===== config.mk =====
export PLATFORM = sky130hd
export DESIGN_NAME = max_pool
export DESIGN_NICKNAME = d
export VERILOG_FILES = /design/src/verilog/cnn_geom_pkg.sv /design/src/verilog/cnn_ctrl_pkg.sv /design/src/verilog/max_pool.sv
export SDC_FILE = /design/constraint.sdc
export NUM_CORES = 1
export LEC_CHECK = 0
export ABC_AREA = 1
export BUFFER_PORTS_ARGS = -buffer_cell sky130_fd_sc_hd__buf_2
export CAP_MARGIN = 30
export CORE_MARGIN = 2
export CORE_UTILIZATION = 61
export DETAILED_ROUTE_END_ITERATION = 7
export HOLD_SLACK_MARGIN = 0.15
export PLACE_DENSITY = 0.78
export RECOVER_POWER = 25
export SLEW_MARGIN = 15
export SYNTH_ARGS = -nofsm -noshare
export SYNTH_HDL_FRONTEND = slang
export SYNTH_SLANG_ARGS = --single-unit

===== constraint.sdc =====
create_clock -name clk -period 6.1 [get_ports clk]
set_input_delay 0.915 -clock clk [delete_from_list [all_inputs] [get_ports clk]]
set_output_delay 0.915 -clock clk [all_outputs]
set_load 0.05 [all_outputs]

===== src/verilog/cnn_geom_pkg.sv =====
package cnn_geom_pkg;

  localparam int WORD_W      = 32; // bram data and address
  localparam int PIX_W       = 8;  // pixel, weight and result byte
  localparam int KSIZE       = 5;
  localparam int KTAPS       = 25; // KSIZE * KSIZE
  localparam int NUM_PE      = 8;  // one pe per output channel
  localparam int TILE_COLS   = 8;
  localparam int TILE_ROWS   = 6;
  localparam int IF_WORDS    = 12;
  localparam int W_WORDS     = 50;
  localparam int QUANT_SHIFT = 2;
  localparam int ACC_W       = 24;
  localparam int POOL_POS    = 4;  // conv positions per 2x2 pool window
  localparam int WORD_BYTES  = WORD_W / PIX_W;

  // tap i+5*j is row j, column i of the window
  typedef struct packed {
    logic [KTAPS-1:0][PIX_W-1:0] pix;
  } window_t;

  // same tap order as window_t, two's complement
  typedef struct packed {
    logic [KTAPS-1:0][PIX_W-1:0] w;
  } kernel_t;

  // lower channel sits in the top byte
  typedef struct packed {
    logic [PIX_W-1:0] b0;
    logic [PIX_W-1:0] b1;
    logic [PIX_W-1:0] b2;
    logic [PIX_W-1:0] b3;
  } pool_word_t;

endpackage


===== src/verilog/cnn_ctrl_pkg.sv =====
package cnn_ctrl_pkg;

  typedef enum logic [2:0] {
    IDLE  = 3'd0,
    LOAD  = 3'd1, // weight and tile fetch
    TILE  = 3'd2, // four conv positions through the pes
    WRITE = 3'd3, // two pooled words to temp ram
    DONE  = 3'd4
  } state_t;

  localparam int LOAD_LEN  = 51; // 50 reads plus one cycle of ram latency
  localparam int TILE_LEN  = 6;
  localparam int WRITE_LEN = 2;
  localparam int NUM_WIN   = 2;
  localparam int CNT_W     = $clog2(LOAD_LEN);

  // strobes from the fsm to the data path
  typedef struct packed {
    state_t phase;
    logic   win;   // pooling window index
    logic   clear; // rewind cache write pointers
    logic   sel;   // capture next 5x5 window
    logic   shift; // push pe results into the pool store
    logic   wr;    // temp ram write
  } ctrl_t;

endpackage


===== src/verilog/max_pool.sv =====
`timescale 1ns/10ps
module max_pool (
  input  logic                                              clk,
  input  logic                                              rst,
  input  cnn_ctrl_pkg::ctrl_t                               i_ctrl,
  input  logic [cnn_geom_pkg::NUM_PE-1:0][cnn_geom_pkg::PIX_W-1:0] i_results,
  output cnn_geom_pkg::pool_word_t                          o_temp_din
);

  // per channel, the last four conv results; newest in slot 0
  logic [cnn_geom_pkg::NUM_PE-1:0][cnn_geom_pkg::POOL_POS-1:0][cnn_geom_pkg::PIX_W-1:0] stage;
  logic [cnn_geom_pkg::NUM_PE-1:0][cnn_geom_pkg::PIX_W-1:0] ch_max;
  logic                                                     half; // upper channels

  always_ff @(posedge clk) begin
    if (i_ctrl.shift) begin
      for (int c = 0; c < cnn_geom_pkg::NUM_PE; c++) begin
        stage[c] <= {stage[c][cnn_geom_pkg::POOL_POS-2:0], i_results[c]};
      end
    end
  end

  always_comb begin
    for (int c = 0; c < cnn_geom_pkg::NUM_PE; c++) begin
      ch_max[c] = stage[c][0];
      for (int s = 1; s < cnn_geom_pkg::POOL_POS; s++) begin
        if (stage[c][s] > ch_max[c]) ch_max[c] = stage[c][s];
      end
    end
  end

  // first write cycle sends channels 0-3, second sends 4-7
  always_ff @(posedge clk or posedge rst) begin
    if (rst) begin
      half <= 1'b0;
    end else if (i_ctrl.wr) begin
      half <= ~half;
    end else begin
      half <= 1'b0;
    end
  end

  always_comb begin
    o_temp_din.b0 = ch_max[{half, 2'd0}];
    o_temp_din.b1 = ch_max[{half, 2'd1}];
    o_temp_din.b2 = ch_max[{half, 2'd2}];
    o_temp_din.b3 = ch_max[{half, 2'd3}];
  end

endmodule


### Word level (Yosys, flattened, before mapping)

Index checks and enable logic that the tools add are counted.

| word-level totals | value |
|---|---|
| register bits | 257 |
| bits in latches | 0 |
| memory bits (writable) | 0 |
| bits in read-only memories | 0 |
| word-level logic and storage cells | 95 |
| memories kept | 0 |

| operators by class | value |
|---|---|
| add/subtract/negate cells | 0 |
| multiply operators | 0 |
| div/mod/pow operators | 0 |
| $lt $le $gt $ge | 28 |
| equality and inequality tests | 0 |
| shift operators | 0 |
| muxes and demuxes | 33 |
| bitwise logic cells | 1 |
| reduce and logical (&&, ||, !) cells | 0 |

Operators with widths:

| cell | count |
|---|---|
| $mux W8 | 32 |
| $gt A8 B8 Y1 | 24 |
| $lt A3 B4 Y1 const B | 4 |
| $mux W1 | 1 |
| $not A1 Y1 | 1 |

### Longest topological paths before layout

| depth | value |
|---|---|
| depth in word-level cells | 8 |
| gate-level depth with buffers | 38 |
| mapped depth without buffers | 36 |

### Worst setup path before layout

OpenSTA, ideal clock, no wires.

| timing path | value |
|---|---|
| path kind | register to output |
| start | register stage[235] in the netlist's numbering |
| end | output port o_temp_din[0] in the netlist's numbering |
| data arrival time | 4.623 ns |
| setup slack | 0.562 ns |
| cell stages (with the launch flop) | 27 |
| buffers on the path | 3 |
| cells stage by stage | edfxtp_1 > ha_1 > nand2_1 > o21ai_0 > nand2_1 > o211ai_2 > o21ai_4 > buf_6 > nand2_1 > o21ai_2 > ha_1 > nand2_1 > nor2_1 > nand3_1 > o21ai_2 > buf_2 > nand2_1 > o21ai_2 > ha_1 > a21oi_1 > o21ai_0 > nand2_1 > o211ai_1 > nand2_1 > clkbuf_1 > nor2_1 > o22ai_1 |

RTL lines:

| element | line | source |
|---|---|---|
| from (decl) | max_pool.sv:11 | `logic [cnn_geom_pkg::NUM_PE-1:0][cnn_geom_pkg::POOL_POS-1:0][cnn_geom_pkg::PIX_W-1:0] stage;` |
| from (signal, indexed assignment) | max_pool.sv:18 | `stage[c] <= {stage[c][cnn_geom_pkg::POOL_POS-2:0], i_results[c]};` |
| to (decl) | max_pool.sv:7 | `output cnn_geom_pkg::pool_word_t o_temp_din` |

==> run summary <==
DRC viols: 0
Crit path largest cell delay: 0.40 ns
H-tree levels: 1
CTS clk-pin slew, worst paths: 0.06 ns
DR pass1 iterations: 5
CP bufs+invs: 6
initial antenna violation count: 1
initial drt markers: 723
wire per inst: 16.2 um
Max rail drop VDD: 292 uV
via-per-instance ratio: 5.63
Rel. slew slack: 27.8%
Placer Congestion: 0.848
fmax: 0.167 GHz
PortBufs: 99
YS warnings: 0
CTS root buffer: clkbuf_16
Top Family by Delay on Critical Path: simple AND/OR/NAND/NOR gates
crit start category: flop
Final Routed Wirelength: 32,700 um
final period demand of the worst path: 6.00 ns
crit path launch: stage[47]
Critical Path RT: 5.18 ns
Site Rows: 57
Die Y: 162 um
vias: 11,400
Die X-Extent: 162 um
Post-synth ARST share: 0.389%
Mean Syn Cell Area: 10.3 um2
crit path DAT: 5.08 ns
Yosys cell types: 36
clk_lat worst skew: 0.55 ns
EDFF count, synth: 256
post-place setup slack: 0.234 ns
Min Hold Slack: 0.203 ns
first-pass GRT wire length: 47,200 um
Synth Flop Type: edfxtp_1
vias in the first global route: 10,600
Max Slew Vio Count: 0
Most Frequent Cell on Critical Path: nand2_1
pin count of the biggest net entering global routing: 149
final net count: 1,935
Final ANT Viol Nets: 0
Power per Cell Area: 359 nW/um2
status: completed
IO Count: 106
Sink Count: 257
worst slew pin tran: 1.08 ns
top post-synthesis cells by area: edfxtp_1, ha_1, nand2_1, inv_1, o21ai_2
Setup CP Type: flop to primary output
Starting Density: 62.1%
Yosys top cell by area: edfxtp_1
Post-Syn Area: 15,200 um2
max-cap violations: 0
grt ovf: 0
core box area: 24,400 um2
GRT Total Usage: 21.9%
post-synthesis sequential area ratio: 50.9%
post-DP HPWL: 20,400 um
CTS tree: built
flops & latches, synth: 257
final hold violation count: 0
Area Overhead vs Synth: 23.1%
CP max stage cell: edfxtp_1
Hold Crit Class: input port to async pin
element type at the critical path end: primary output
Leak: 8.14 nW
Critical Path Fanout Max: 7
Worst R2R Start: stage[15]
CTS Buf Count: 28
post-synth top area share: 50.7%
syn_nets: 1,731
synthesized instance count: 1,467
final cycle utilization of the critical path: 98.3%
setup slack after layout: 0.102 ns
die area: 26,100 um2
share of layout cells above drive strength 1: 29.0%
CTS Buffer Depth: 3
Final setup viols: 0
Final Skew: 0.0146 ns
hold buffers post-CTS: 0
==> area by class of cell <==
class,count,area [um2]
sequential,257,7710
multi-input combinational,1012,7500
fill,1539,5740
timing repair buffer,188,1410
clock buffer,31,712
inverter,184,693
tap,324,405
clock inverter,20,226
antenna,1,2.50
==> cells by family after synthesis <==
group                    count (synthesis)  share of synthesized area [%]
AO/OA/AOI/OAI                          294                           12.7
adder cells (fa/ha/maj)                190                           15.7
buffers and inverters                  210                           5.59
flip-flops                             257                           50.9
AND/OR/NAND/NOR                        516                           15.2
==> power by group <==
part           switching [mW]  internal, mW
Sequential             0.0872          2.09
Combinational            1.73          1.05
Clock                   0.690          1.05
Total                    2.50          4.19
==> routing by layer <==
layer	vias up	share of wire [%]	GRT usage (%)
met5	-	0	0
met4	0	3.8	9.98
met3	96	4.2	3.18
met2	333	52	39.2
met1	5322	40	26.2
li1	5604	-	-
==> worst reg2reg max path: cells and delay by family (launching register included) <==
kind	cells	cell delay, ns
flops	1	0.43
buf+inv	2	0.29
==> cell usage in the layout, fill, tap and decap left out, types with 8 or more instances in the layout <==
cell / Yosys / routed
nand2_1: 338 / 301
edfxtp_1: 256 / 256
inv_1: 184 / 172
ha_1: 190 / 166
buf_4: 2 / 82
o21ai_2: 60 / 77
a21oi_1: 82 / 74
buf_2: 5 / 67
nand3_1: 76 / 62
nand2_2: 22 / 59
o21ai_1: 29 / 48
o211ai_1: 44 / 44
buf_6: 6 / 29
clkbuf_16: 0 / 28
ha_4: 0 / 24
and2_1: 21 / 21
nor2_2: 6 / 20
nand3_2: 3 / 17
o21ai_0: 59 / 17
o21ai_4: 4 / 14
inv_2: 0 / 11
nand2_4: 4 / 11
nand4_1: 9 / 9
nor2_1: 23 / 8
a21oi_2: 0 / 8
clkinv_1: 0 / 8
==> sequential cells by signal (all words and copies together) (netlist names) <==
name	cells
half	1
stage	256
==> synthesized netlist by cell type (all sizes together), types with 4 or more instances <==
| master | count |
|---|---|
| nand4 | 12 |
| inv | 184 |
| and2 | 21 |
| o21ai | 152 |
| nand3 | 79 |
| a21oi | 82 |
| o211ai | 46 |
| nand3b | 4 |
| nor2 | 29 |
| nand2 | 364 |
| ha | 190 |
| buf | 13 |
| clkbuf | 13 |
| or2 | 7 |
| edfxtp | 256 |
==> worst paths after layout <==
kind	endpoint	slack [ns]	cells past startpoint
max	o_temp_din[16]	0.10	29
min	half	0.20	2
max reg2reg	stage[23]	5.14	2
min reg2reg	stage[234]	0.44	0
max in group asynchronous	half	5.81	2
min in group clk	stage[234]	0.44	0
==> timing repair <==
item,in CTS,in global routing
hold endpoints to repair,0,0
pin swaps,4,84
setup endpoints to repair,32,32
setup buffers,7,69
gates cloned,2,12
gates resized for setup,24,275
==> through the flow <==
stage                     area [um2]  cells  utilization [%]  TNS (ns)  total power [mW]
final                          18700   2017             76.5         0              6.69
after global routing           18700   2017             76.5     -3.28              7.06
after CTS                      17100   1934             70.1         0              6.11
after detailed placement       16000   1874             65.6         0              4.33
after global placement         16000   1874             65.6         0              4.24
after floorplan                15200   1467                -         0              3.81
No activity file was read; power rests on OpenSTA's default activity.
