<file path="config.mk">
export PLATFORM = sky130hd
export DESIGN_NAME = pe_mac
export DESIGN_NICKNAME = d
export VERILOG_FILES = /design/src/verilog/cnn_geom_pkg.sv /design/src/verilog/pe_mac.sv
export SDC_FILE = /design/constraint.sdc
export NUM_CORES = 2
export LEC_CHECK = 0
export BUFFER_PORTS_ARGS = -buffer_cell sky130_fd_sc_hd__buf_2
export CORE_MARGIN = 5
export CORE_UTILIZATION = 45
export CTS_CLUSTER_SIZE = 40
export DETAILED_ROUTE_END_ITERATION = 7
export GPL_TIMING_DRIVEN = 0
export PLACE_DENSITY_LB_ADDON = 0.2
export SLEW_MARGIN = 0
export SYNTH_ARGS = -nofsm -noshare
export SYNTH_HDL_FRONTEND = slang
export SYNTH_SLANG_ARGS = --single-unit
</file>
<file path="constraint.sdc">
create_clock -name clk -period 0.8 [get_ports clk]
set_clock_uncertainty 0.05 [all_clocks]
set_input_delay 0 -clock clk [delete_from_list [all_inputs] [get_ports clk]]
set_output_delay 0 -clock clk [all_outputs]
set_load 0.01 [all_outputs]
</file>
<file path="src/verilog/cnn_geom_pkg.sv">
package cnn_geom_pkg;

  localparam int WORD_W      = 32; // bram data and address
  localparam int PIX_W       = 8;  // pixel, weight and result byte
  localparam int KSIZE       = 5;
  localparam int KTAPS       = 25; // KSIZE * KSIZE
  localparam int NUM_PE      = 8;  // one pe per output channel
  localparam int TILE_COLS   = 8;
  localparam int TILE_ROWS   = 6;
  localparam int IF_WORDS    = 12;
  localparam int W_WORDS     = 50;
  localparam int QUANT_SHIFT = 2;
  localparam int ACC_W       = 24;
  localparam int POOL_POS    = 4;  // conv positions per 2x2 pool window
  localparam int WORD_BYTES  = WORD_W / PIX_W;

  // tap i+5*j is row j, column i of the window
  typedef struct packed {
    logic [KTAPS-1:0][PIX_W-1:0] pix;
  } window_t;

  // same tap order as window_t, two's complement
  typedef struct packed {
    logic [KTAPS-1:0][PIX_W-1:0] w;
  } kernel_t;

  // lower channel sits in the top byte
  typedef struct packed {
    logic [PIX_W-1:0] b0;
    logic [PIX_W-1:0] b1;
    logic [PIX_W-1:0] b2;
    logic [PIX_W-1:0] b3;
  } pool_word_t;

endpackage

</file>
<file path="src/verilog/pe_mac.sv">
`timescale 1ns/10ps
module pe_mac (
  input  logic                           clk,
  input  logic                           rst,
  input  cnn_geom_pkg::window_t          i_window,
  input  cnn_geom_pkg::kernel_t          i_kernel,
  output logic [cnn_geom_pkg::PIX_W-1:0] o_result
);

  logic signed [cnn_geom_pkg::ACC_W-1:0] acc;
  logic signed [cnn_geom_pkg::ACC_W-1:0] scaled;
  logic        [cnn_geom_pkg::PIX_W-1:0] res_d;

  // unsigned pixel times signed weight, summed over 25 taps
  always_comb begin
    acc = '0;
    for (int k = 0; k < cnn_geom_pkg::KTAPS; k++) begin
      acc = acc + $signed({1'b0, i_window.pix[k]}) * $signed(i_kernel.w[k]);
    end
  end

  assign scaled = acc >>> cnn_geom_pkg::QUANT_SHIFT;

  always_comb begin
    if (acc[cnn_geom_pkg::ACC_W-1]) begin
      res_d = '0; // relu
    end else if (scaled > (2 ** cnn_geom_pkg::PIX_W - 1)) begin
      res_d = '1; // clip at 255
    end else begin
      res_d = scaled[cnn_geom_pkg::PIX_W-1:0];
    end
  end

  always_ff @(posedge clk or posedge rst) begin
    if (rst) begin
      o_result <= '0;
    end else begin
      o_result <= res_d;
    end
  end

endmodule

</file>
== Yosys cells after proc, flatten, opt, wreduce, memory -nomap -nowiden ==
Index checks and enable logic that the tools add are counted.
Word-level totals
  bits in registers: 8
  bits in latches: 0
  RAM bits: 0
  bits in read-only memories: 0
  word-level logic and storage cells: 53
  memories: 0
Cells by class
  add/sub/neg operators: 24
  multiply operators: 25
  divide/modulo/power cells: 0
  magnitude comparators: 1
  eq/ne operators: 0
  shift-type cells: 0
  muxes and demuxes: 2
  bitwise operators: 0
  reductions and logical operators: 0
Operator list (number)
  multiplier 9 x 8 -> 17 bit: 25
  adder 24 x 17 -> 24 bit: 17
  adder 23 x 17 -> 24 bit: 1
  adder 22 x 17 -> 23 bit: 1
  adder 21 x 17 -> 22 bit: 1
  > comparator 22 x 9 -> 1 bit (second input constant): 1
  adder 20 x 17 -> 21 bit: 1
  adder 19 x 17 -> 20 bit: 1
  adder 18 x 17 -> 19 bit: 1
  adder 17 x 17 -> 18 bit: 1
  2-to-1 mux 8 bit: 2

== Logic depth before layout (Yosys ltp) ==
  depth after elaboration: 28
  depth in mapped cells: 37
  gate-level depth less buffers: 36

== Least setup slack after synthesis ==
No wires, ideal clock.
  kind: input -> register
  start point: input i_kernel[199] (netlist bit)
  end point: register o_result[0] (netlist bit)
  arrival: 8911 ps
  required time: 604 ps
  setup slack: -8307 ps
  stages: 30
  path through: clkinv_1 -> nor2_1 -> fa_1 -> fa_1 -> fa_1 -> inv_1 -> fa_1 -> fa_1 -> fa_1 -> inv_1 -> fa_1 -> inv_1 -> fa_1 -> inv_1 -> fa_1 -> fa_1 -> inv_1 -> fa_1 -> inv_1 -> fa_1 -> ha_1 -> ha_1 -> and3_4 -> a221oi_4 -> o21ai_2 -> a211oi_2 -> xor2_1 -> o2111ai_1 -> nor4_4 -> a21oi_1
Between the ends
  cells in the longest elaborated chain, start to end: 5
Ends and longest elaborated chain
  start, declared: RTL line pe_mac.sv:6  | input cnn_geom_pkg::kernel_t i_kernel,
  multiplier 9 x 8 -> 17 bit *: RTL line pe_mac.sv:18  | acc = acc + $signed({1'b0, i_window.pix[k]}) * $signed(i_kernel.w[k]);
  adder 24 x 17 -> 24 bit *: RTL line pe_mac.sv:18
  > comparator 22 x 9 -> 1 bit: RTL line pe_mac.sv:27  | end else if (scaled > (2 ** cnn_geom_pkg::PIX_W - 1)) begin
  2-to-1 mux 8 bit: RTL line pe_mac.sv:27
  2-to-1 mux 8 bit *: RTL line pe_mac.sv:25  | if (acc[cnn_geom_pkg::ACC_W-1]) begin
  net res_d (one bit): RTL line pe_mac.sv:12  | logic [cnn_geom_pkg::PIX_W-1:0] res_d;
  end signal, assigned: RTL line pe_mac.sv:38  | o_result <= res_d;
  end, declared: RTL line pe_mac.sv:7  | output logic [cnn_geom_pkg::PIX_W-1:0] o_result
Mark *: on every way through the listed nets, which the timed path passes. The rest lies on a longest branch.

== Worst setup path in the final report ==
  start point: input i_window[83] (netlist bit)
  end point: register o_result[0] (netlist bit)
Between the ends
  cells in the longest elaborated chain, start to end: 19
Ends and longest elaborated chain
  start, declared: RTL line pe_mac.sv:5  | input cnn_geom_pkg::window_t i_window,
  multiplier 9 x 8 -> 17 bit *: RTL line pe_mac.sv:18
  adder 24 x 17 -> 24 bit * (15 in series): RTL line pe_mac.sv:18
  > comparator 22 x 9 -> 1 bit: RTL line pe_mac.sv:27
  2-to-1 mux 8 bit: RTL line pe_mac.sv:27
  2-to-1 mux 8 bit *: RTL line pe_mac.sv:25
  net res_d (one bit): RTL line pe_mac.sv:12
Marks and branches as above.

==> flow_summary_export.csv <==
group,metric,value,unit
clock_tree,cts_sinks,8,
logic_synthesis,combinational_family_with_the_most_area_after_synthesis,"adder cells",
place,finalWeightedCongestion,0.9429,
global_route,grt_start_max_net_pins,13,
global_route,grt_first_pass_wirelength,275000,um
sta,finalSetupViolations,8,
sta,finalHoldViolCount,0,
detailed_routing,totalWireLength,175900,um
run_status,status,"finished, violations left",
worst_setup_path,critical_path.slowest_cell,"sky130_fd_sc_hd__fa_2",
detailed_routing,drt_iter0_markers,2147,
sta,maxClockFrequency,106.1,MHz
logic_synthesis,synth_cell_types,53,
detailed_routing,route.vias.total,41690,
sta,rsz0062_at_grt,"true",
global_route,overflow,0,
place,dpl.cell_count,8470,
worst_setup_path,cp-end-kind,"flip-flop",
worst_setup_path,crit_required,0.82,ns
place,io_buffer_count,403,
floorplan,initial_core_util,0.4507,
clock_tree,h-tree-depth,1,
global_route,antenna_violations_before_repair,57,
floorplan,fp.coreArea,135000,sq um
detailed_routing,antenna_violating_nets_post_route,0,
logic_synthesis,flip_flop_and_latch_count_after_synthesis,8,
worst_setup_path,timing.critical_path.slowest_cell_delay,0.66,ns
finish,num-nets-final,9587,
clock_tree,cts_root_buffer,"sky130_fd_sc_hd__clkbuf_16",
logic_synthesis,postSynthCellCount,6286,
finish,largest_reg_flops,8,
worst_setup_path,type_of_the_worst_setup_path,"in -> reg",
worst_setup_path,cp_max_fo,8,
floorplan,ios,410,
clock_tree,tritoncts,"built",
detailed_routing,routedWlPerCell,20.60,um
finish,largest-register,"o_result",
logic_synthesis,synth-edff-count,0,
floorplan,placementRows,135,
detailed_routing,remaining_drc_errors,0,
clock_tree,clock_transition_at_the_registers_of_the_reported_paths,0.03,ns
worst_hold_path,holdCritPathClass,"in -> async",
sta,final.setup.worst_slack,-8.627,ns
logic_synthesis,synthSimpleGateAreaFrac,0.1446,
worst_setup_path,timing.critical_path.mode_cell,"sky130_fd_sc_hd__fa_1",
floorplan,chipWidth,377.7,um
logic_synthesis,mappedNetlistNets,9147,
clock_tree,total_cts_buffers,3,
finish,finalNonFillerCells,8540,
sta,finalWorstPathRequiredPeriod,9.427,ns
logic_synthesis,muxShareOfSynthArea,0.0001646,
global_route,grt.total_usage,0.2552,
logic_synthesis,async_reset_ff_frac,1.000,
run,maxCapViolCount,0,
logic_synthesis,synthesis.area,60830,sq um
sta,slew_headroom,0.5141,
logic_synthesis,postSynth.topFlopCell,"sky130_fd_sc_hd__dfrtp_1",
floorplan,y_dimension_of_the_die,377.7,um
sta,tightestPinTransition,0.7289,ns
finish,drive_gt1_frac,0.09860,
logic_synthesis,yosysSeqAreaShare,0.003291,
sta,layout_worst_path_cycle_share,11.78,
logic_synthesis,synth_warn,0,
run_status,failed_checks,"setup timing",
clock_tree,cts.path.max_buffers,2,
logic_synthesis,area_share_of_xor_xnor_cells_in_the_synthesized_design,0.003168,
global_route,grt_pass1_vias,46070,
worst_setup_path,crit_arrival,9.45,ns
finish,reg.largest.list,"o_result: 8 flops",
place,hpwl,163700,um
finish,area_delta_synth_final,9.464,%
logic_synthesis,yosys.area_share.adder,0.7135,
worst_setup_path,critPathLaunchType,"input port",
logic_synthesis,compound_gate_fraction_of_synth_area,0.009133,
logic_synthesis,synth.avg_cell_area,9.677,sq um
detailed_routing,vias_per_cell,4.882,
floorplan,die_area,142600,sq um
detailed_routing,drt_first_pass_iters,5,
sta,drv_slew,0,
## worst max path at each step
stage	from	endpoint	slack (ns)	depth (start not counted)
after global placement	i_kernel[7]	o_result[5]$_DFF_PP0_	-9.71	30
after global routing	i_window[124]	o_result[5]$_DFF_PP0_	-8.84	35
after floorplan	i_kernel[118]	o_result[0]$_DFF_PP0_	-7.95	32
after detailed placement	i_kernel[7]	o_result[5]$_DFF_PP0_	-9.79	30
final	i_window[83]	o_result[0]$_DFF_PP0_	-8.63	32
after CTS	i_kernel[15]	o_result[0]$_DFF_PP0_	-8.61	30
## worst max-delay path: cells and delay by family
family	cells	cell delay [ns]
compound gates	4	0.72
fa+ha+maj	14	6.94
buf+inv	9	0.85
simple gates	5	0.94
## stage by stage
stage	setup TNS [ns]	util	hold slack (ns)	setup slack, ns	cell area, sq um
2_1_floorplan	-63.59	-	-0.2343	-7.949	61120
3_3_place_gp	-77.52	0.4843	-0.1125	-9.709	65360
3_5_place_dp	-78.09	0.4843	-0.09876	-9.791	65360
4_1_cts	-68.87	0.4903	0.2118	-8.612	66170
5_1_grt	-70.68	0.4930	0.2790	-8.839	66540
6_report	-68.94	0.4934	0.2148	-8.627	66590
## cell usage after synthesis (2+ instances only)
library cell	instances	area (sq um)
sky130_fd_sc_hd__a211oi_1	5	37.54
sky130_fd_sc_hd__a21o_1	12	90.09
sky130_fd_sc_hd__a21oi_1	24	120.1
sky130_fd_sc_hd__a31o_2	2	17.52
sky130_fd_sc_hd__a31oi_1	5	31.28
sky130_fd_sc_hd__and2_1	876	5480
sky130_fd_sc_hd__and3_1	3	18.77
sky130_fd_sc_hd__buf_2	2	10.01
sky130_fd_sc_hd__clkbuf_1	7	26.28
sky130_fd_sc_hd__clkinv_1	9	33.78
sky130_fd_sc_hd__dfrtp_1	8	200.2
sky130_fd_sc_hd__fa_1	1683	33690
sky130_fd_sc_hd__ha_1	776	9709
sky130_fd_sc_hd__inv_1	2025	7601
sky130_fd_sc_hd__nand2_1	539	2023
sky130_fd_sc_hd__nand2b_1	61	381.6
sky130_fd_sc_hd__nand3_1	6	30.03
sky130_fd_sc_hd__nor2_1	133	499.2
sky130_fd_sc_hd__nor2b_1	30	187.7
sky130_fd_sc_hd__nor3_1	14	70.07
sky130_fd_sc_hd__nor4_1	2	12.51
sky130_fd_sc_hd__o2111ai_1	2	17.52
sky130_fd_sc_hd__o21ai_0	8	40.04
sky130_fd_sc_hd__o31ai_1	2	15.01
sky130_fd_sc_hd__or2_2	4	25.02
sky130_fd_sc_hd__xnor2_1	18	157.7
sky130_fd_sc_hd__xor2_1	4	35.03
## cell type report
type                            instances  area (sq um)
Inverter                             2034          7707
Buffer                                  9         87.58
Antenna cell                           35         87.58
Tap cell                             1781          2228
Fill cell                           12800         68380
Clock buffer                            3         75.07
Timing Repair Buffer                  435          2522
Multi-Input combinational cell       4235         53680
Sequential cell                         8         200.2
## timing repair
action,CTS,global route
hold buffers,1,0
hold endpoints to repair,8,0
gates resized for setup,146,120
buffers inserted,26,6
setup endpoints to repair,9,10
pin swaps,78,50
## logic make-up after synthesis
kind of cell	Yosys count
XOR/XNOR	22
buffers and inverters	2043
AND/OR/NAND/NOR	1675
multiplexers	1
adder cells (fa/ha/maj)	2459
AO/OA/AOI/OAI	78
flip-flops	8
## per-layer routing
metal | wire length (um) | up-vias | track usage
li1 | - | 18670 | -
met1 | 70580 | 21700 | 0.3360
met2 | 89700 | 1074 | 0.4543
met3 | 9079 | 219 | 0.02157
met4 | 6413 | 30 | 0.06940
met5 | 167 | - | 0
## placed cells by master, fill, tap and decap left out, types with 11 or more instances in the layout
| master | n |
|---|---|
| sky130_fd_sc_hd__a21o_1 | 12 |
| sky130_fd_sc_hd__a21oi_1 | 15 |
| sky130_fd_sc_hd__and2_1 | 865 |
| sky130_fd_sc_hd__and2_4 | 11 |
| sky130_fd_sc_hd__buf_2 | 336 |
| sky130_fd_sc_hd__buf_4 | 53 |
| sky130_fd_sc_hd__clkbuf_4 | 32 |
| sky130_fd_sc_hd__clkinvlp_4 | 11 |
| sky130_fd_sc_hd__diode_2 | 35 |
| sky130_fd_sc_hd__fa_1 | 1607 |
| sky130_fd_sc_hd__fa_2 | 76 |
| sky130_fd_sc_hd__ha_1 | 766 |
| sky130_fd_sc_hd__inv_1 | 1985 |
| sky130_fd_sc_hd__inv_2 | 30 |
| sky130_fd_sc_hd__nand2_1 | 529 |
| sky130_fd_sc_hd__nand2b_1 | 57 |
| sky130_fd_sc_hd__nor2_1 | 125 |
| sky130_fd_sc_hd__nor2b_1 | 30 |
| sky130_fd_sc_hd__xnor2_1 | 17 |
Power is left out: the tool's default activity adds up to more than one toggle a clock period on the data nets, which glitch-free logic cannot reach.
