## src/verilog/cnn_geom_pkg.sv

```systemverilog
package cnn_geom_pkg;

  localparam int WORD_W      = 32; // bram data and address
  localparam int PIX_W       = 8;  // pixel, weight and result byte
  localparam int KSIZE       = 5;
  localparam int KTAPS       = 25; // KSIZE * KSIZE
  localparam int NUM_PE      = 8;  // one pe per output channel
  localparam int TILE_COLS   = 8;
  localparam int TILE_ROWS   = 6;
  localparam int IF_WORDS    = 12;
  localparam int W_WORDS     = 50;
  localparam int QUANT_SHIFT = 2;
  localparam int ACC_W       = 24;
  localparam int POOL_POS    = 4;  // conv positions per 2x2 pool window
  localparam int WORD_BYTES  = WORD_W / PIX_W;

  // tap i+5*j is row j, column i of the window
  typedef struct packed {
    logic [KTAPS-1:0][PIX_W-1:0] pix;
  } window_t;

  // same tap order as window_t, two's complement
  typedef struct packed {
    logic [KTAPS-1:0][PIX_W-1:0] w;
  } kernel_t;

  // lower channel sits in the top byte
  typedef struct packed {
    logic [PIX_W-1:0] b0;
    logic [PIX_W-1:0] b1;
    logic [PIX_W-1:0] b2;
    logic [PIX_W-1:0] b3;
  } pool_word_t;

endpackage

```

## src/verilog/byte_cache.sv

```systemverilog
`timescale 1ns/10ps
module byte_cache #(
  parameter int DEPTH = 48
) (
  input  logic                              clk,
  input  logic                              rst,
  input  logic                              i_clear,
  input  logic                              i_wr,
  input  logic [cnn_geom_pkg::WORD_W-1:0]   i_word,
  output logic [DEPTH*cnn_geom_pkg::PIX_W-1:0] o_bytes
);

  localparam int PTR_W = $clog2(DEPTH + 1);

  logic [cnn_geom_pkg::PIX_W-1:0] mem [DEPTH];
  logic [PTR_W-1:0]               wr_ptr; // byte index of the next word

  always_ff @(posedge clk or posedge rst) begin
    if (rst) begin
      wr_ptr <= '0;
    end else if (i_clear) begin
      wr_ptr <= '0;
    end else if (i_wr) begin
      wr_ptr <= wr_ptr + PTR_W'(cnn_geom_pkg::WORD_BYTES);
    end
  end

  always_ff @(posedge clk) begin
    if (i_wr) begin
      for (int b = 0; b < cnn_geom_pkg::WORD_BYTES; b++) begin
        mem[int'(wr_ptr) + b] <= i_word[cnn_geom_pkg::WORD_W-1-b*cnn_geom_pkg::PIX_W -:
                                        cnn_geom_pkg::PIX_W]; // msb byte lands first
      end
    end
  end

  always_comb begin
    for (int k = 0; k < DEPTH; k++) begin
      o_bytes[k*cnn_geom_pkg::PIX_W +: cnn_geom_pkg::PIX_W] = mem[k];
    end
  end

endmodule

```

## config.mk

```make
export PLATFORM = sky130hd
export DESIGN_NAME = byte_cache
export DESIGN_NICKNAME = d
export VERILOG_FILES = /design/src/verilog/cnn_geom_pkg.sv /design/src/verilog/byte_cache.sv
export SDC_FILE = /design/constraint.sdc
export NUM_CORES = 1
export LEC_CHECK = 0
export BUFFER_PORTS_ARGS = -buffer_cell sky130_fd_sc_hd__buf_2
export CAP_MARGIN = 30
export CORE_ASPECT_RATIO = 1.25
export CORE_MARGIN = 10
export CORE_UTILIZATION = 40
export DETAILED_ROUTE_END_ITERATION = 6
export PLACE_DENSITY = 0.64
export SKIP_LAST_GASP = 1
export SYNTH_ARGS = -nofsm -noshare
export SYNTH_HDL_FRONTEND = slang
export SYNTH_SLANG_ARGS = --single-unit
```

## constraint.sdc

```tcl
create_clock -name clk -period 1.98 [get_ports clk]
set_clock_uncertainty 0.05 [all_clocks]
set_input_delay 0 -clock clk [delete_from_list [all_inputs] [get_ports clk]]
set_output_delay 0 -clock clk [all_outputs]
set_load 0.005 [all_outputs]
```

# Yosys cells after proc, flatten, opt, wreduce, memory -nomap -nowiden
# Memory sizes are Yosys's and may differ from the RTL's.
# Cells that the tools add are included.
[totals]
memories = 1
output_inout_bits = 384
ram_bits = 384
ff_bits = 6
elab_cells = 11
[classes]
n_mux = 4
addsub = 4
reduce_logical = 1
[memory_table]
columns = ["memory", "depth", "word_bits", "rd", "rd_clocked_by_memory_dff", "write_ports", "line_no", "text"]
rows = [
  ["mem", 48, 8, 48, 0, 4, "byte_cache.sv:15", "logic [cnn_geom_pkg::PIX_W-1:0] mem [DEPTH];"],
]
[op_table]
columns = ["op", "count"]
rows = [
  ["adder 6 x 2 -> 6 bit (second input constant)", 2],
  ["two-way mux 6 bit", 2],
  ["adder 6 x 1 -> 6 bit (second input constant)", 1],
  ["adder 6 x 3 -> 6 bit (second input constant)", 1],
  ["two-way mux 1 bit", 2],
  ["nonzero test 2 bit", 1],
]

# Logic depth before layout (Yosys ltp)
# Gate-level depths: netlist of the first run.
[depth]
depth_word = 3
ltp_mapped = 7

# Worst setup path after synthesis of the first run
# No wires, ideal clock.
[synth_timing]
kind = "register -> register"
startpoint = "register wr_ptr[2]"
endpoint = "memory mem[17][0] (netlist bit), enable pin"
setup_ns = 0.395
period_less_slack_ns = 1.939
stages_incl_launch_ff = 3
setup_slack_ns = 0.041
n_path_buf = 1
t_required_ns = 1.535
t_arrival_ns = 1.495
path_cell_list = "dfrtp_1 > buf_4 > nor4_1"
[synth_rtl]
columns = ["element", "line_no", "text"]
rows = [
  ["start, declared", "byte_cache.sv:16", "logic [PTR_W-1:0] wr_ptr;"],
  ["start signal, assigned", "byte_cache.sv:24", "wr_ptr <= wr_ptr + PTR_W'(cnn_geom_pkg::WORD_BYTES);"],
  ["end, declared", "byte_cache.sv:15", ""],
]

==> impl_metrics.tcl, run 1 <==
set metrics [dict create \
    fin_area_sq_um 20400 \
    hold_class "in -> reg" \
    synth-seq-cells 388 \
    synth.net_count 977 \
    synth_cell_types 30 \
    r2r-end "mem[38][0]" \
    cts.clk_slew.worst_paths_ns 0.06 \
    p_total_w 0.0181 \
    fmax_mhz 506 \
    rsz0062_at_grt "yes" \
    final_cell_mix "buf_2 (419), edfxtp_1 (384), mux2_2 (282), buf_4 (59), clkbuf_16 (46)" \
    netlist_instances 940 \
    die_w_um 200 \
    clock_latency_ns 0.54 \
    grt_pass1_vias 9796 \
    syn_to_final_growth_pct 26.2 \
    hold_viol 0 \
    setup_ws_ns 0.00307 \
    endpoint_kind "flop" \
    yosysWarnings 0 \
    worstPathMaxFanout 15 \
    pwr-share-seq_pct 51.2 \
    placed_area_sq_um 18800 \
    hold_path_end "mem[11][3]" \
    swShare_pct 22.0 \
    grt_pass1_wl_um 73700 \
    start_kind "flop" \
    max-slew-margin-rel_pct 47.3 \
    grt_max_degree 49 \
    fill_cells 3394 \
    synth.avg_cell_area_sq_um 17.2 \
    worstMarginPinSlew_ns 0.791 \
    finalSetupTns_ns 0 \
    vias 9557 \
    ys_seq_area_share_pct 72.0 \
    ir_drop_mv 0.745 \
    start_util_pct 40.4 \
    grt_overflow_total 0 \
    antenna_found_initial 1 \
    clock_sinks 388 \
    clkPwrFrac_pct 42.1 \
    mostFrequentLayoutCell "buf_2" \
    dieArea_sq_um 48900 \
    reg2reg_slack_ns 0.003 \
    r2r_start "wr_ptr[4]" \
    critPathKind "reg -> reg" \
    cts_tree "done" \
    place.gp.congestion 0.793 \
    die-height_um 245 \
    period_share_pct 99.8 \
    p_per_area_nw_per_um2 886 \
    core_area_sq_um 40000 \
    routed_wl_um 54300 \
    pwr-share-comb_pct 6.7 \
    dp_slack_ns 0.0411 \
    r2r_cells 5 \
    routedWlPerCell_um 29.5 \
    boundaryPins 420 \
    syn_area_sq_um 16200 \
    p_leak_nw 7.73 \
    numCtsBuffers 41 \
    post-route-min-period_ns 1.98 \
    clock_path_buffers 3 \
    min_from "i_word[3]" \
    p_sw_w 0.00398 \
    ctsHtreeMaxLevel 2 \
    outcome "completed" \
    hpwl_um 35600 \
    worstPathRequired_ns 2.22 \
    setup_viol 0 \
    drv_cap 0 \
    dr.pass1.iters 5 \
    cts-root-buf "clkbuf_16" \
    nets 1340 \
    row_count 82 \
    fin_util_pct 51.0 \
    drc 0 \
    ant_nets 0 \
    p_int_w 0.0141 \
    finalMaxSlewViolations 0 \
    io_buffers 419 \
    n_antenna_cell 0 \
    cp.arrival_ns 2.22 \
    drive_above_1_share_pct 65.0 \
    track_usage_pct 21.1 \
    hold_depth 2 \
    drtIter0Drc 610 \
    viasPerCell 5.19 \
]
## cells in the mapped netlist
cell | instances | area [sq um]
nor2_4 | 1 | 11.3
inv_1 | 17 | 63.8
nand3b_1 | 1 | 7.51
xnor2_1 | 1 | 8.76
nor3_1 | 3 | 15.0
nor4_4 | 1 | 21.3
edfxtp_1 | 384 | 11500
nor4_1 | 3 | 18.8
nor3_4 | 1 | 16.3
nor2_8 | 1 | 20.0
nand4_2 | 1 | 12.5
nor3b_2 | 1 | 12.5
nand2_1 | 2 | 7.51
mux2i_1 | 1 | 10.0
mux2_1 | 2 | 22.5
nand2b_1 | 4 | 25.0
buf_4 | 23 | 173
xor2_1 | 2 | 17.5
dfrtp_1 | 4 | 100
buf_6 | 8 | 90.1
nor2_2 | 3 | 18.8
ha_1 | 1 | 12.5
nand4_1 | 1 | 6.26
nand2b_2 | 1 | 8.76
nor2_1 | 20 | 75.1
or3b_4 | 1 | 11.3
mux2_2 | 286 | 3220
clkbuf_1 | 160 | 601
inv_2 | 4 | 15.0
nand2_2 | 2 | 12.5
## how the worst max path moves through the flow
stage                    from          to  slack [ns]
global route        wr_ptr[4]   mem[3][2]       -0.05
floorplan           wr_ptr[2]  mem[17][0]        0.04
CTS                 wr_ptr[4]   mem[3][7]        0.03
detailed placement  wr_ptr[4]   mem[1][0]        0.04
finish              wr_ptr[4]  mem[38][0]       0.003
global placement    wr_ptr[4]   mem[1][7]        0.06
## area by class of cell
class	instances	area (sq um)	area share, %
clock buffer	49	1100	5.38
clock inverter	27	226	1.11
inverter	21	78.8	0.386
multi-input combinational	340	3640	17.9
sequential	388	11600	57.0
tap	504	631	3.09
timing repair buffer	511	3100	15.2
## kinds of logic (layout without fill, tap and decap cells)
| kind of cell | after synthesis | count (layout) | share of synthesized area (%) |
|---|---|---|---|
| xor gates and xnor gates | 3 | 3 | 0.163 |
| adders and majority gates | 1 | 1 | 0.0774 |
| buffers and inverters | 212 | 608 | 5.83 |
| DFF | 388 | 388 | 72.0 |
| muxes | 289 | 289 | 20.1 |
| and+or+nand+nor | 47 | 47 | 1.86 |
## timing repair
item / in CTS / in global routing
endpoints found under the setup margin: 0 / 75
setup buffers: 0 / 4
hold buffers: 11 / 0
endpoints found under the hold margin: 46 / 0
gates resized for setup: 0 / 7
## worst max-delay path, cell delays in order (launching register included)
cell	delay, ns
dfrtp_1	0.41
nand3b_1	0.25
buf_6	0.20
nor2_4	0.24
buf_12	0.21
mux2_2	0.35
## sequential cells by signal, summed over array words and instances (netlist names)
name    flops
mem       384
wr_ptr      4
## through the flow
stage,cells,hold slack (ns)
after floorplan,940,-0.284
after global placement,1745,-0.161
after global routing,1840,0.00795
final,1840,0.0117
after detailed placement,1746,-0.160
after CTS,1833,0.000716
## routing by layer
layer / up-vias / wire (um) / global-route usage, %
li1: 4110 / - / -
met1: 4946 / 20300 / 24.7
met2: 428 / 28000 / 36.9
met3: 71 / 4540 / 5.46
met4: 2 / 1360 / 7.05
met5: - / 13 / 0
## power by group through the flow
stage | clock [W] | sequential [W] | combinational (W)
2_1_floorplan | 0 | 0.00943 | 0.000692
3_3_place_gp | 0 | 0.00942 | 0.00117
3_5_place_dp | 0 | 0.00942 | 0.00120
4_1_cts | 0.00778 | 0.00925 | 0.00122
5_1_grt | 0.00806 | 0.00925 | 0.00130
6_report | 0.00762 | 0.00925 | 0.00121
(Power assumes the default switching activity.)
==> run 2: changes to the inputs <==
PLACE_DENSITY = 0.61   (was 0.64)
clock period = 2.3 ns   (was 1.98 ns; I/O delays follow)
==> impl_metrics.tcl, run 2 (synthesis results as in run 1) <==
set metrics [dict create \
    routed_wl_um 54000 \
    largest_reg_flops 384 \
    clock_latency_ns 0.54 \
    cp.arrival_ns 2.33 \
    clock_sinks 388 \
    r2r-end "mem[31][6]" \
    hold_depth 2 \
    worstPathRequired_ns 2.54 \
    start_util_pct 40.4 \
    cts.clk_slew.worst_paths_ns 0.06 \
    p_per_area_nw_per_um2 760 \
    rsz0062_at_grt "no" \
    die_w_um 200 \
    viasPerCell 5.20 \
    hold_viol 0 \
    max-slew-margin-rel_pct 31.3 \
    final_cell_mix "buf_2 (419), edfxtp_1 (384), mux2_2 (286), buf_4 (55), clkbuf_16 (39)" \
    reg2reg_slack_ns 0.22 \
    cp_slowest_stage_delay_ns 0.40 \
    worstMarginPinSlew_ns 1.03 \
    min_from "i_word[23]" \
    core_area_sq_um 40000 \
    nets 1320 \
    row_count 82 \
    endpoint_kind "flop" \
    hold_path_end "mem[9][7]" \
    path_cells "buf_4 > nand4_1 > nor2_4 > buf_12 > mux2_2" \
    drc 0 \
    ir_drop_mv 0.539 \
    io_buffers 419 \
    finalMaxSlewViolations 0 \
    fmax_mhz 481 \
    antenna_found_initial 0 \
    clock_path_buffers 3 \
    ctsHtreeMaxLevel 2 \
    cts-root-buf "clkbuf_16" \
    die-height_um 245 \
    worstPathMaxFanout 30 \
    grt_pass1_wl_um 74400 \
    ant_nets 0 \
    finalSetupTns_ns 0 \
    r2r_start "wr_ptr[2]" \
    syn_to_final_growth_pct 23.5 \
    dieArea_sq_um 48900 \
    drive_above_1_share_pct 64.4 \
    routedWlPerCell_um 29.7 \
    crit_path_top_delay_cell "dfrtp_1" \
    dr.pass1.iters 6 \
    start_kind "flop" \
    r2r_cells 5 \
    post-route-min-period_ns 2.08 \
    setup_viol 0 \
    drv_cap 0 \
    regMostFlops "mem" \
    mostFrequentLayoutCell "buf_2" \
    grt_overflow_total 0 \
    boundaryPins 420 \
    grt_pass1_vias 9832 \
    numCtsBuffers 39 \
    place.gp.congestion 0.809 \
    p_leak_nw 7.51 \
    drtIter0Drc 599 \
    grt_max_degree 43 \
    outcome "completed" \
    finalHoldWorstSlack_ns 0.0275 \
    hpwl_um 36600 \
    reg_top3 "mem x384, wr_ptr x4" \
    vias 9441 \
    period_share_pct 90.5 \
    hold_class "in -> reg" \
    cts_tree "done" \
    track_usage_pct 21.4 \
    critPathKind "reg -> reg" \
]
==> run 2: cell types whose count changed in the layout (fill, tap and decap cells not counted), sizes merged <==
cell	delta
diode	+1
clkinv	-5
clkbuf	-7
buf	-15
clkinvlp	+3
==> run 2: worst max-delay path: cells and delay by family, from the launching register on <==
kind                   cells  cell delay (ns)
AND/OR/NAND/NOR            2             0.54
multiplexers               1             0.35
flip-flops                 1             0.40
buffers and inverters      2             0.47
==> run 2: worst max-delay path by stage <==
stage                            end  startpoint  cells after the start
after floorplan           mem[17][0]   wr_ptr[2]                      2
after global placement     mem[2][4]   wr_ptr[4]                      5
after detailed placement   mem[2][4]   wr_ptr[4]                      5
after CTS                  mem[1][2]   wr_ptr[4]                      5
after global routing       mem[1][7]   wr_ptr[4]                      5
final                     mem[31][6]   wr_ptr[2]                      5
==> run 2: area by class of cell <==
cell class,instances,area (sq um)
Sequential cell,388,11600
Antenna cell,1,2.50
Timing Repair Buffer,493,2780
Inverter,21,78.8
Fill cell,3414,20100
Clock buffer,45,998
Multi-Input combinational cell,340,3620
Tap cell,504,631
Clock inverter,25,218
==> run 2: timing repair <==
item                                   in CTS  in global routing
hold buffers                               10                  1
endpoints found under the hold margin      54                 12
buffers inserted                            0                  0
resized for setup                           0                  0
==> run 2: power by group <==
group | total (W) | internal, W | switching, W
combinational | 0.00101 | 0.000412 | 0.000599
clock | 0.00619 | 0.00348 | 0.00272
sequential | 0.00796 | 0.00792 | 0.0000376
total | 0.0152 | 0.0118 | 0.00336
==> run 2: metal layers <==
layer | track usage (%) | vias up | part of all wire, %
met5 | 0 | - | 0
met4 | 7.52 | 0 | 3.0
met3 | 4.52 | 83 | 7.5
met2 | 37.5 | 413 | 52
met1 | 25.4 | 4872 | 38
li1 | - | 4073 | -
==> run 2: per-stage QoR <==
stage	cells	total power, W	setup WS (ns)	instance area, sq um	utilization (%)
floorplan	940	0.00871	0.361	16200	-
global placement	1734	0.00909	0.199	18600	46.5
detailed placement	1734	0.00911	0.200	18600	46.5
CTS	1814	0.0153	0.182	19900	49.8
global route	1816	0.0156	0.116	20000	49.9
finish	1817	0.0152	0.219	20000	49.9
==> run 3: changes to the inputs <==
CTS_BUF_LIST = sky130_fd_sc_hd__clkbuf_8   (was unset)
SETUP_SLACK_MARGIN = 0.4   (was unset)
==> impl_metrics.tcl, run 3 (synthesis results as in run 1) <==
set metrics [dict create \
    critPathKind "reg -> reg" \
    io_buffers 419 \
    reg_top3 "mem x384, wr_ptr x4" \
    syn_to_final_growth_pct 30.0 \
    met3_usage_pct 5.79 \
    drive_above_1_share_pct 64.5 \
    numCtsBuffers 60 \
    viasPerCell 5.27 \
    die-height_um 245 \
    cts_tree "done" \
    cts.clk_slew.worst_paths_ns 0.07 \
    drv_cap 0 \
    setup_viol 0 \
    antenna_found_initial 1 \
    busiest_layer "met2" \
    worstPathRequired_ns 2.62 \
    ctsHtreeMaxLevel 2 \
    hold_class "in -> reg" \
    finalSetupTns_ns 0 \
    routedWlPerCell_um 30.5 \
    worstMarginPinSlew_ns 0.966 \
    post-route-min-period_ns 2.05 \
    track_usage_pct 22.1 \
    worstPathMaxFanout 12 \
    rsz0062_at_grt "yes" \
    endpoint_kind "flop" \
    r2r_cells 6 \
    p_leak_nw 8.16 \
    use_met1_pct 26.0 \
    outcome "completed" \
    largest_reg_flops 384 \
    start_kind "flop" \
    clock_latency_ns 0.63 \
    clock_sinks 388 \
    grt_pass1_wl_um 76500 \
    hold_depth 2 \
    fmax_mhz 487 \
    drtIter0Drc 742 \
    cp.arrival_ns 2.37 \
    max-slew-margin-rel_pct 35.6 \
    hold_viol 0 \
    clock_path_buffers 3 \
    hpwl_um 36700 \
    min_from "i_word[14]" \
    dr.pass1.iters 5 \
    dieArea_sq_um 48900 \
    vias 10100 \
    ir_drop_mv 0.375 \
    fin_util_pct 52.5 \
    place.gp.congestion 0.811 \
    period_share_pct 89.2 \
    routed_wl_um 58500 \
    grt_pass1_vias 10100 \
    cts-root-buf "clkbuf_8" \
    grt_use_met2_pct 38.1 \
    boundaryPins 420 \
    start_util_pct 40.4 \
    ant_nets 0 \
    r2r_start "wr_ptr[4]" \
    row_count 82 \
    grt_max_degree 49 \
    reg2reg_slack_ns 0.25 \
    p_per_area_nw_per_um2 680 \
    drc 0 \
    die_w_um 200 \
    mostFrequentLayoutCell "buf_2" \
    hold_path_end "mem[38][6]" \
    final_cell_mix "buf_2 (419), edfxtp_1 (384), mux2_2 (210), mux2_4 (76), buf_4 (63)" \
    regMostFlops "mem" \
    nets 1400 \
    grt_overflow_total 0 \
    r2r-end "mem[42][5]" \
    finalMaxSlewViolations 0 \
    core_area_sq_um 40000 \
]
==> run 3: cell count changes in the layout (fill, tap and decap cells not counted), sizes merged <==
cell	before	now
buf	482	510
clkbuf	45	71
dlygate4sd3	11	29
inv	24	38
clkinv	15	25
bufinv	3	0
clkinvlp	4	6
nor2	25	27
==> run 3: power breakdown <==
part           switching (W)  internal (W)  total [W]  leakage, nW
combinational       0.000655      0.000532    0.00119         4.04
sequential         0.0000408       0.00792    0.00797         3.53
clock                0.00268       0.00245    0.00513        0.591
==> run 3: metal layers <==
metal  part of all wire [%]  up-vias
met5                      0        -
li1                       -     4235
met4                    2.7        0
met2                     50      486
met3                    8.1       90
met1                     39     5277
==> run 3: layout make-up <==
cell class / instances / area [sq um]
Timing Repair Buffer: 549 / 3620
Clock buffer: 61 / 840
Multi-Input combinational cell: 342 / 3980
Fill cell: 3393 / 19000
Sequential cell: 388 / 11600
Antenna cell: 1 / 2.50
Tap cell: 504 / 631
Timing Repair inverter: 1 / 6.26
Inverter: 21 / 104
Clock inverter: 47 / 196
==> run 3: critical path, stage by stage (launching register included) <==
cell,delay (ns)
dfrtp_1,0.42
buf_6,0.15
or3b_4,0.40
nor2_4,0.15
buf_12,0.14
clkbuf_16,0.17
mux2_4,0.30
==> run 3: worst max path at each step <==
stage / to / slack (ns) / startpoint
6_report: mem[42][5] / 0.25 / wr_ptr[4]
3_5_place_dp: mem[13][1] / 0.22 / wr_ptr[5]
2_1_floorplan: mem[17][0] / 0.36 / wr_ptr[2]
4_1_cts: mem[43][6] / 0.26 / wr_ptr[4]
5_1_grt: mem[42][5] / 0.21 / wr_ptr[4]
3_3_place_gp: mem[15][6] / 0.26 / wr_ptr[5]
==> run 3: metrics by stage <==
stage / hold WS (ns) / cells / power [W] / area (sq um) / setup WS (ns)
after global placement: -0.137 / 1726 / 0.00910 / 18600 / 0.264
after global routing: -0.00213 / 1914 / 0.0148 / 21000 / 0.212
final: 0.0360 / 1914 / 0.0143 / 21000 / 0.248
after floorplan: -0.284 / 940 / 0.00871 / 16200 / 0.361
after CTS: 0.000295 / 1878 / 0.0143 / 20200 / 0.265
after detailed placement: -0.133 / 1727 / 0.00913 / 18700 / 0.217
==> run 3: repair_timing <==
action | 4_1_cts | 5_1_grt
pin swaps | 4 | 6
buffers inserted | 11 | 21
cloned | 4 | 13
setup endpoints to repair | 252 | 296
hold buffers | 28 | 1
hold endpoints to repair | 252 | 7
gates resized for setup | 9 | 98
